**src/common/multiHPkg.sv**
```systemverilog
`default_nettype none

package multiHPkg;

   // --------------------------------------------------
   // datapath widths
   // --------------------------------------------------

   // I and Q sample width from the front end
   localparam int sampleW = 18;

   // signed reference coefficient
   localparam int coeffW = 8;

   // one 18x8 product is 26 bits, two more bits cover the four-term sum
   localparam int corrW = 28;

   // one hypothesis per quaternary symbol
   localparam int numHyp = 4;

   // --------------------------------------------------
   // symbol, phase and h-index types
   // --------------------------------------------------

   // index order doubles as tie-break order, lowest wins
   typedef enum logic [1:0] {
      symP3 = 2'd0,
      symP1 = 2'd1,
      symM1 = 2'd2,
      symM3 = 2'd3
   } quatSym_t;

   // carrier phase in quarter turns
   typedef logic [1:0] phase_t;

   // modulation index in force, alternates every symbol
   typedef enum logic {
      hIdx0 = 1'b0,
      hIdx1 = 1'b1
   } hIdx_t;

   // --------------------------------------------------
   // matched filter references
   // --------------------------------------------------

   // [hypothesis][half], half 0 is the early half-symbol
   // phase trajectories roughly +30/+90, +10/+30, -10/-30, -30/-90 deg
   // scaled to about 100 so every reference has near equal energy
   localparam logic signed [coeffW-1:0] mfCoeffI [numHyp][2] = '{
      '{8'sd87, 8'sd0},
      '{8'sd98, 8'sd87},
      '{8'sd98, 8'sd87},
      '{8'sd87, 8'sd0}
   };

   localparam logic signed [coeffW-1:0] mfCoeffQ [numHyp][2] = '{
      '{8'sd50, 8'sd100},
      '{8'sd17, 8'sd50},
      '{-8'sd17, -8'sd50},
      '{-8'sd50, -8'sd100}
   };

   // --------------------------------------------------
   // phase advance per decided symbol
   // --------------------------------------------------

   // [hIdx][symbol], quarter turns mod 4
   localparam phase_t phaseStep [2][numHyp] = '{
      '{2'd3, 2'd1, 2'd3, 2'd1},
      '{2'd2, 2'd1, 2'd3, 2'd2}
   };

endpackage

`default_nettype wire
```
**src/common/metricBus.sv**
```systemverilog
`default_nettype none

// rotator to decision stage, real parts after derotation
interface metricBus import multiHPkg::*; ();

   logic signed [corrW-1:0] metric [numHyp];

   // single cycle strobe
   logic metricValid;

   modport src (
      output metric,
      output metricValid
   );

   modport dst (
      input metric,
      input metricValid
   );

endinterface

`default_nettype wire

```
**src/common/mfBus.sv**
```systemverilog
`default_nettype none

// filter bank to rotator, four complex correlations
interface mfBus import multiHPkg::*; ();

   // one correlation per hypothesis
   logic signed [corrW-1:0] corrRe [numHyp];
   logic signed [corrW-1:0] corrIm [numHyp];

   // single cycle, one per symbol
   logic corrValid;

   // filter bank side
   modport src (
      output corrRe,
      output corrIm,
      output corrValid
   );

   // rotator side
   modport dst (
      input corrRe,
      input corrIm,
      input corrValid
   );

endinterface

`default_nettype wire

```
**src/trellisMultiH.sv**
```systemverilog
`default_nettype none

module trellisMultiH import multiHPkg::*; (
   input  logic                      clk,
   input  logic                      reset,
   input  logic                      symEn,
   input  logic                      sym2xEn,
   input  logic signed [sampleW-1:0] iIn,
   input  logic signed [sampleW-1:0] qIn,
   output quatSym_t                  decision,
   output logic                      decisionEn,
   output phase_t                    symPhase
);

   // --------------------------------------------------
   // stage links
   // --------------------------------------------------

   // correlations, filter bank to rotator
   mfBus mfIf ();

   // metrics, rotator to decision
   metricBus metIf ();

   // --------------------------------------------------
   // pipeline, three registered stages
   // --------------------------------------------------

   mfiltBank mfiltBank_inst (
      .clk     (clk),
      .reset   (reset),
      .symEn   (symEn),
      .sym2xEn (sym2xEn),
      .iIn     (iIn),
      .qIn     (qIn),
      .mf      (mfIf.src)
   );

   // symPhase fed back from the decision stage
   rotator rotator_inst (
      .clk      (clk),
      .reset    (reset),
      .symPhase (symPhase),
      .mf       (mfIf.dst),
      .met      (metIf.src)
   );

   decisionMultiH decisionMultiH_inst (
      .clk        (clk),
      .reset      (reset),
      .met        (metIf.dst),
      .decision   (decision),
      .decisionEn (decisionEn),
      .symPhase   (symPhase)
   );

endmodule

`default_nettype wire

```
**src/decisionMultiH.sv**
```systemverilog
`default_nettype none

module decisionMultiH import multiHPkg::*; (
   input  logic     clk,
   input  logic     reset,
   metricBus.dst    met,
   output quatSym_t decision,
   output logic     decisionEn,
   output phase_t   symPhase
);

   // index in force for the symbol being decided
   hIdx_t hIdx;

   // compare-select result
   logic [1:0]              bestIdx;
   logic signed [corrW-1:0] bestMetric;

   // phase after this symbol
   phase_t nextPhase;

   // --------------------------------------------------
   // compare-select
   // --------------------------------------------------

   // strict greater-than keeps the lowest index on a tie
   always_comb begin
      bestIdx    = 2'd0;
      bestMetric = met.metric[0];
      for (int h = 1; h < numHyp; h++) begin
         if (met.metric[h] > bestMetric) begin
            bestMetric = met.metric[h];
            bestIdx    = 2'(h);
         end
      end
   end

   // --------------------------------------------------
   // phase advance
   // --------------------------------------------------

   // step depends on both h and the chosen symbol
   // wraps naturally in two bits, i.e. mod 4 quarter turns
   assign nextPhase = symPhase + phaseStep[hIdx][bestIdx];

   // --------------------------------------------------
   // state update
   // --------------------------------------------------

   // decision, phase and h all move on the same edge
   // so symPhase is settled for the rotator well before the next symbol
   always_ff @(posedge clk) begin
      if (reset) begin
         decision   <= symP3;
         decisionEn <= 1'b0;
         symPhase   <= '0;
         hIdx       <= hIdx0;
      end else begin
         decisionEn <= met.metricValid;
         if (met.metricValid) begin
            decision <= quatSym_t'(bestIdx);
            symPhase <= nextPhase;
            // multi-h, alternate every symbol
            hIdx     <= (hIdx == hIdx0) ? hIdx1 : hIdx0;
         end
      end
   end

endmodule

`default_nettype wire

```
**src/rotator.sv**
```systemverilog
`default_nettype none

module rotator import multiHPkg::*; (
   input  logic   clk,
   input  logic   reset,
   input  phase_t symPhase,
   mfBus.dst      mf,
   metricBus.src  met
);

   // real part after derotation, one per hypothesis
   logic signed [corrW-1:0] derot [numHyp];

   // --------------------------------------------------
   // quarter-turn derotation
   // --------------------------------------------------

   // multiply by exp(-j*k*pi/2) and keep only the real part
   // so no multiplier needed, just a select and a negate
   always_comb begin
      for (int h = 0; h < numHyp; h++) begin
         case (symPhase)
            2'd0: begin
               derot[h] = mf.corrRe[h];
            end
            2'd1: begin
               // (a+jb)(-j) -> real part b
               derot[h] = mf.corrIm[h];
            end
            2'd2: begin
               derot[h] = -mf.corrRe[h];
            end
            default: begin
               derot[h] = -mf.corrIm[h];
            end
         endcase
      end
   end

   // --------------------------------------------------
   // output register
   // --------------------------------------------------

   // metrics only move when a new correlation lands
   always_ff @(posedge clk) begin
      if (mf.corrValid) begin
         for (int h = 0; h < numHyp; h++) begin
            met.metric[h] <= derot[h];
         end
      end
   end

   // one cycle behind corrValid
   always_ff @(posedge clk) begin
      if (reset) begin
         met.metricValid <= 1'b0;
      end else begin
         met.metricValid <= mf.corrValid;
      end
   end

endmodule

`default_nettype wire

```
**src/mfilt/mfiltBank.sv**
```systemverilog
`default_nettype none

module mfiltBank import multiHPkg::*; (
   input  logic                      clk,
   input  logic                      reset,
   input  logic                      symEn,
   input  logic                      sym2xEn,
   input  logic signed [sampleW-1:0] iIn,
   input  logic signed [sampleW-1:0] qIn,
   mfBus.src                         mf
);

   // half strobes
   logic firstHalfEn;
   logic lastHalfEn;

   // which reference half applies to the current sample
   logic half;

   // sign-extended samples
   logic signed [corrW-1:0] iExt;
   logic signed [corrW-1:0] qExt;

   // per hypothesis terms of the current half
   logic signed [corrW-1:0] termRe [numHyp];
   logic signed [corrW-1:0] termIm [numHyp];

   // first half partial sums, held until the symbol closes
   logic signed [corrW-1:0] accRe [numHyp];
   logic signed [corrW-1:0] accIm [numHyp];

   // --------------------------------------------------
   // strobe decode
   // --------------------------------------------------

   // symEn always rides on the second sym2xEn of a symbol
   assign firstHalfEn = sym2xEn && !symEn;
   assign lastHalfEn  = sym2xEn && symEn;
   assign half        = symEn;

   assign iExt = corrW'(iIn);
   assign qExt = corrW'(qIn);

   // --------------------------------------------------
   // complex products, r times conj(ref)
   // --------------------------------------------------

   always_comb begin
      logic signed [corrW-1:0] cI;
      logic signed [corrW-1:0] cQ;
      cI = '0;
      cQ = '0;
      for (int h = 0; h < numHyp; h++) begin
         cI = corrW'(mfCoeffI[h][half]);
         cQ = corrW'(mfCoeffQ[h][half]);
         // re = i*cI + q*cQ
         termRe[h] = iExt * cI + qExt * cQ;
         // im = q*cI - i*cQ
         termIm[h] = qExt * cI - iExt * cQ;
      end
   end

   // --------------------------------------------------
   // accumulate over the two halves
   // --------------------------------------------------

   // first half just parks its terms
   always_ff @(posedge clk) begin
      if (firstHalfEn) begin
         for (int h = 0; h < numHyp; h++) begin
            accRe[h] <= termRe[h];
            accIm[h] <= termIm[h];
         end
      end
   end

   // second half closes the correlation
   always_ff @(posedge clk) begin
      if (lastHalfEn) begin
         for (int h = 0; h < numHyp; h++) begin
            mf.corrRe[h] <= accRe[h] + termRe[h];
            mf.corrIm[h] <= accIm[h] + termIm[h];
         end
      end
   end

   // valid one cycle after the symEn edge
   always_ff @(posedge clk) begin
      if (reset) begin
         mf.corrValid <= 1'b0;
      end else begin
         mf.corrValid <= lastHalfEn;
      end
   end

endmodule

`default_nettype wire

```
**config.mk**
```make
export PLATFORM = sky130hd
export DESIGN_NAME = trellisMultiH
export DESIGN_NICKNAME = d
export VERILOG_FILES = /design/src/common/multiHPkg.sv /design/src/common/metricBus.sv /design/src/common/mfBus.sv /design/src/trellisMultiH.sv /design/src/decisionMultiH.sv /design/src/rotator.sv /design/src/mfilt/mfiltBank.sv
export SDC_FILE = /design/constraint.sdc
export NUM_CORES = 2
export LEC_CHECK = 0
export BUFFER_PORTS_ARGS = -buffer_cell sky130_fd_sc_hd__buf_2
export CORE_MARGIN = 1.5
export CORE_UTILIZATION = 30
export DETAILED_ROUTE_END_ITERATION = 8
export GPL_ROUTABILITY_DRIVEN = 1
export GPL_TIMING_DRIVEN = 0
export SETUP_SLACK_MARGIN = 0.1
export SKIP_LAST_GASP = 1
export SYNTH_ARGS = -nofsm -noshare
export SYNTH_HDL_FRONTEND = slang
export SYNTH_HIERARCHICAL = 1
export SYNTH_SLANG_ARGS = --single-unit
```
**constraint.sdc**
```tcl
create_clock -name clk -period 17.4 [get_ports clk]
set_input_delay 3.48 -clock clk [delete_from_list [all_inputs] [get_ports clk]]
set_output_delay 3.48 -clock clk [all_outputs]
set_load 0.01 [all_outputs]
```
* Word level (Yosys, flattened, before mapping)
Memory sizes are Yosys's and may differ from the RTL's.
Cells that the tools add are included.
** Cells by class
- Reductions and logical operators :: 4
- Bitwise logic cells :: 3
- Multipliers :: 12
- $lt $le $gt $ge :: 6
- Add/sub/neg operators :: 25
- Equal/unequal tests :: 2
- Mux-type cells :: 36
** Operators with widths (number)
- adder 28 bit :: 12
- case mux 28 bit (3 select lines) :: 4
- multiplier 18 x 8 -> 26 bit :: 12
- negator 28 bit :: 8
- 2-to-1 mux 8 bit :: 14
- subtractor 28 bit :: 4
- greater-than comparator 28 bit :: 3
- 2-to-1 mux 28 bit :: 2
- 2-to-1 mux 7 bit :: 4
- 2-to-1 mux 6 bit :: 3
- 2-to-1 mux 2 bit :: 4
- binary-select mux 2 bit (select 2 bit) :: 1
- >= comparator 2 bit (second input constant) :: 2
- 2-to-1 mux 1 bit :: 4
- inverter 1 -> 2 bit :: 2
- >= comparator 3 bit (second input constant) :: 1
- inverter 2 -> 3 bit :: 1
- adder 2 bit :: 1
- == test 2 x 1 -> 1 bit (second input constant) :: 1
- == test 2 bit (second input constant) :: 1
- logical AND 1 bit :: 2
- zero test 2 bit :: 1
- zero test 1 bit :: 1
** Word-level totals
- Memory bits (writable) :: 224
- Word-level logic and storage cells :: 108
- Input port bits :: 40
- Output and inout port bits :: 5
- Memories kept :: 2
- Register bits after elaboration :: 344
** Memories
- mfiltBank_inst.accIm :: words 4, width 28, read ports 4, clocked after Yosys merged registers in 0, write ports 4, RTL line mfiltBank.sv:30 : logic signed [corrW-1:0] accIm [numHyp];
- mfiltBank_inst.accRe :: words 4, width 28, read ports 4, clocked after Yosys merged registers in 0, write ports 4, RTL line mfiltBank.sv:29 : logic signed [corrW-1:0] accRe [numHyp];

* Logic depth before layout (Yosys ltp)
- Depth after elaboration :: 11
- Depth in mapped cells :: 51

* Cells and area by module
The synthesis kept the hierarchy.
** By module, submodules not included
- mfiltBank :: times used 1, cells an instance 6666, area each 66597.6 um2, seq. area each 12872.3 um2
- rotator :: times used 1, cells an instance 1173, area each 10367.4 um2, seq. area each 3383.2 um2
- decisionMultiH :: times used 1, cells an instance 373, area each 2954.1 um2, seq. area each 120.1 um2

* Least setup slack after synthesis
No wires, ideal clock.
- Path type :: input-to-reg
- Start :: input port symEn
- End :: memory mfiltBank_inst.accIm[0][0] (enable)
- Cell stages on the path :: 5
- Slack :: 3.203 ns
- Arrival time :: 13.393 ns
- Cells stage by stage :: clkbuf_1 > clkbuf_1 > clkbuf_1 > clkbuf_1 > nor2b_1
** RTL lines
- start, declared :: RTL line trellisMultiH.sv:6 : input logic symEn,
- end, declared :: RTL line mfiltBank.sv:30

==> reports/qor.csv <==
stage,metric,value,unit
synthesis,Synth Instances,8212,
run_status,failing checks,design-rule violations,
global_route,largest net degree at the start of global routing,68,
clock_network,Longest Clk Path Bufs,3,
worst_setup_path,slowest cell on the critical path,xor2_1,
floorplanning,Die Height,519,microns
hold_path,Hold WC Path Type,reg -> reg,
sta,Final Hold Vio Count,0,
worst_setup_path,Reg-to-Reg End,decisionMultiH_inst/symPhase[1],
sta,f_max,59.2,MHz
run_status,outcome,"complete, but fails checks",
worst_setup_path,"setup slack, reg-to-reg",8620,ps
worst_setup_path,worst path arrival time,17250,ps
routing,Vias,61900,
synthesis,library cells used by synthesis,109,
worst_setup_path,Critical Path RT,17760,ps
sta,RSZ-0062 raised after global routing,false,
place,buffers added on ports,44,
clock_network,htree depth,3,
sta,Worst Hold Margin,482,ps
synthesis,Post-synth EDFFs,540,
flow_run,max cap viols,0,
routing,routed wire length,294000,microns
hold_path,WHS Path Cells,2,
clock_network,CTS tree,built,
hold_path,Hold EP,decisionMultiH_inst/decision[0],
routing,DRT antenna net count,0,
final_layout,Layout fillers,27200,
final_layout,NumNets Final,10500,
clock_network,clock-pin slew on the worst setup and hold paths,60,ps
floorplanning,Top Ports,45,
final_layout,Post-Layout Inst Area,87500,sq um
clock_network,Worst-Skew Late Latency,680,ps
worst_setup_path,worst flop-to-flop path startpoint,rotator_inst/met.metric[57],
global_route,initial antenna violation count,48,
routing,DR DRC count,8,
floorplanning,Die ar.,270000,sq um
synthesis,Avg Inst Size Synth,9.73,sq um
hold_path,hold path startpoint,decisionMultiH_inst/decision[0],
final_layout,"Area growth, synth to finish",9.45,%
synthesis,post-synthesis sequential area ratio,20.5,%
clock_network,root buffer cell,clkbuf_16,
synthesis,Area contributors post-synth,"fa_1, edfxtp_1, ha_1",
synthesis,Ys Warns,6,
floorplanning,# rows,189,
sta,worst slew pin tran,1410,ps
worst_setup_path,"most used cell, CP",fa_1,
worst_setup_path,CP max FO,12,
final_layout,Reg area,16400,sq um
sta,final worst slack,502,ps
global_route,vias in the first global route,61200,
worst_setup_path,"Buf+Inv Stages, Crit Path",10,
sta,clk_skew,31.3,ps
worst_setup_path,Crit path largest cell delay,730,ps
worst_setup_path,CP Class,in -> reg,
sta,"Slew Viols, Final",0,
place,dpl hpwl,249000,microns
worst_setup_path,"Largest delay share family, worst path",adder cells,
synthesis,mapped cell area,79900,sq um
clock_network,clock buffer count from CTS,71,
final_layout,area occupied by multi-input gates,56800,sq um
floorplanning,Core Area,265000,sq um
worst_setup_path,R2R depth,32,
synthesis,Seq cells post-synth,548,
clock_network,Sink Count,548,
synthesis,"Primary FF master, synth",edfxtp_1,
sta,Max-slew headroom,5.86,%
global_route,gr ovfl total,0,
worst_setup_path,startpoint types,input pin,
synthesis,fraction of registers with async set/reset,0,%
global_route,first-pass GRT wire length,425000,microns
routing,vias per cell,5.16,
floorplanning,Die W,519,microns
final_layout,share of layout cells above drive strength 1,4.14,%
synthesis,top cell type by total area after synthesis,fa_1,
place,placed cell areas,85100,sq um
routing,drt initial violations,5865,
sta,final setup vio count,0,
routing,Avg WL per Cell,24.5,microns
synthesis,top cell type's share of synthesized area,22.8,%
sta,Final Critical Period,16900,ps
place,GPL Wtd Cong,0.948,
place,DP Worst Slack,-2090,ps
global_route,GR Util All Layers,21.6,%
floorplanning,effective utilization at floorplan,30.1,%
sta,crit share post-route,97.1,%
routing,drt pass-1 iters,8,
worst_setup_path,CP endpoint kind,flop,
repair_timing:
item,in CTS,in global routing
endpoints found under the setup margin,42,8
buffers inserted,0,0
resized for setup,7,2
hold buffers,0,0
pin swaps,0,0
synth_stat cells, types with 38 or more instances:
| library cell | number |
|---|---|
| inv_1 | 1689 |
| ha_1 | 1105 |
| fa_1 | 912 |
| edfxtp_1 | 540 |
| a21oi_1 | 428 |
| xnor2_1 | 404 |
| nand2_1 | 393 |
| nor2_1 | 391 |
| o21ai_0 | 251 |
| a21o_1 | 216 |
| xor2_1 | 172 |
| nor3_1 | 146 |
| clkbuf_1 | 112 |
| nand2b_1 | 107 |
| nand3_1 | 104 |
| mux2i_1 | 81 |
| nor2b_1 | 74 |
| o21bai_1 | 65 |
| nand4_1 | 63 |
| or3_1 | 61 |
| o21a_1 | 57 |
| nor4_1 | 54 |
| and3_1 | 50 |
| a211oi_1 | 40 |
| o211ai_1 | 39 |
| a31oi_1 | 38 |
layout by cell type, fill, tap and decap left out, types with 36 or more instances in the layout:
| cell type | instances |
|---|---|
| o22ai_1 | 36 |
| conb_1 | 55 |
| nor3_1 | 146 |
| o211ai_1 | 39 |
| a211oi_1 | 39 |
| clkbuf_1 | 111 |
| nor2b_1 | 73 |
| nand4_1 | 63 |
| or3_1 | 61 |
| nor2_1 | 385 |
| clkbuf_16 | 71 |
| a21oi_1 | 428 |
| o21a_1 | 57 |
| edfxtp_1 | 540 |
| a31oi_1 | 38 |
| nand2b_1 | 107 |
| xor2_1 | 172 |
| inv_1 | 1689 |
| o21ai_0 | 251 |
| xnor2_1 | 404 |
| and3_1 | 50 |
| fa_1 | 912 |
| mux2i_1 | 81 |
| o21bai_1 | 65 |
| nand2_1 | 393 |
| a21o_1 | 216 |
| o31ai_1 | 36 |
| nor4_1 | 54 |
| or2_2 | 36 |
| buf_2 | 50 |
| nand3_1 | 104 |
| ha_1 | 1105 |
worst max path at each step:
stage | slack (ps) | to | cells past startpoint | from
2_1_floorplan | 3200 | mfiltBank_inst/accIm[0][0] | 5 | symEn
3_3_place_gp | -3640 | mfiltBank_inst/accRe[3][26] | 6 | symEn
5_1_grt | 130 | mfiltBank_inst/mf.corrRe[81] | 39 | symEn
6_report | 500 | mfiltBank_inst/mf.corrRe[81] | 39 | symEn
4_1_cts | 320 | mfiltBank_inst/mf.corrRe[81] | 39 | symEn
3_5_place_dp | -2090 | mfiltBank_inst/mf.corrRe[25] | 43 | symEn
cell families after synthesis:
family | Yosys count | share of synthesized area, %
multiplexers | 115 | 1.67
other | 2 | 0.00940
adder cells (fa/ha/maj) | 2019 | 40.2
AO/OA/AOI/OAI | 1513 | 12.7
flip-flops | 548 | 20.5
buffers and inverters | 1843 | 8.74
XOR/XNOR | 577 | 6.34
AND/OR/NAND/NOR | 1595 | 9.91
per-stage QoR:
stage	util [%]	instances	TNS (ps)
floorplan	-	8265	0
global placement	32.0	11800	-817570
detailed placement	32.1	11900	-61580
CTS	33.0	12000	0
global route	33.0	12000	0
finish	33.0	12000	0
final cells by class:
class | count | area share, %
diodes | 7 | 0.0200
plain buffers | 148 | 0.727
clock buffers | 78 | 2.06
clock inverters | 48 | 0.604
inverters | 1694 | 7.27
multi-input cells | 5874 | 64.9
flip-flops and latches | 548 | 18.7
well taps | 3533 | 5.05
repair buffers | 59 | 0.616
sequential cells by signal, indices dropped and copies added (netlist names):
register	cells
mfiltBank_inst/accRe	105
decisionMultiH_inst/symPhase	2
decisionMultiH_inst/hIdx	1
mfiltBank_inst/mf.corrIm	109
rotator_inst/met.metric	112
rotator_inst/met.metricValid	1
decisionMultiH_inst/decisionEn	1
decisionMultiH_inst/decision	2
mfiltBank_inst/accIm	105
mfiltBank_inst/mf.corrRe	109
mfiltBank_inst/mf.corrValid	1
tightest hold or removal path, delay by kind of cell (launching register included):
| kind | cells | cell delay, ps |
|---|---|---|
| flip-flops | 1 | 310 |
| AND/OR/NAND/NOR | 2 | 130 |
layer usage:
metal / vias up / track usage [%] / part of all wire [%] / wire (microns)
met2: 2169 / 33.9 / 44 / 130000
met3: 404 / 2.32 / 6.2 / 18100
met5: - / 0 / 0.050 / 148
met4: 18 / 8.25 / 4.3 / 12700
li1: 28000 / - / - / -
met1: 31300 / 30.4 / 45 / 133000
Power is not shown: default switching activity piles up to over one toggle a cycle in this logic, so the estimate is an artifact.
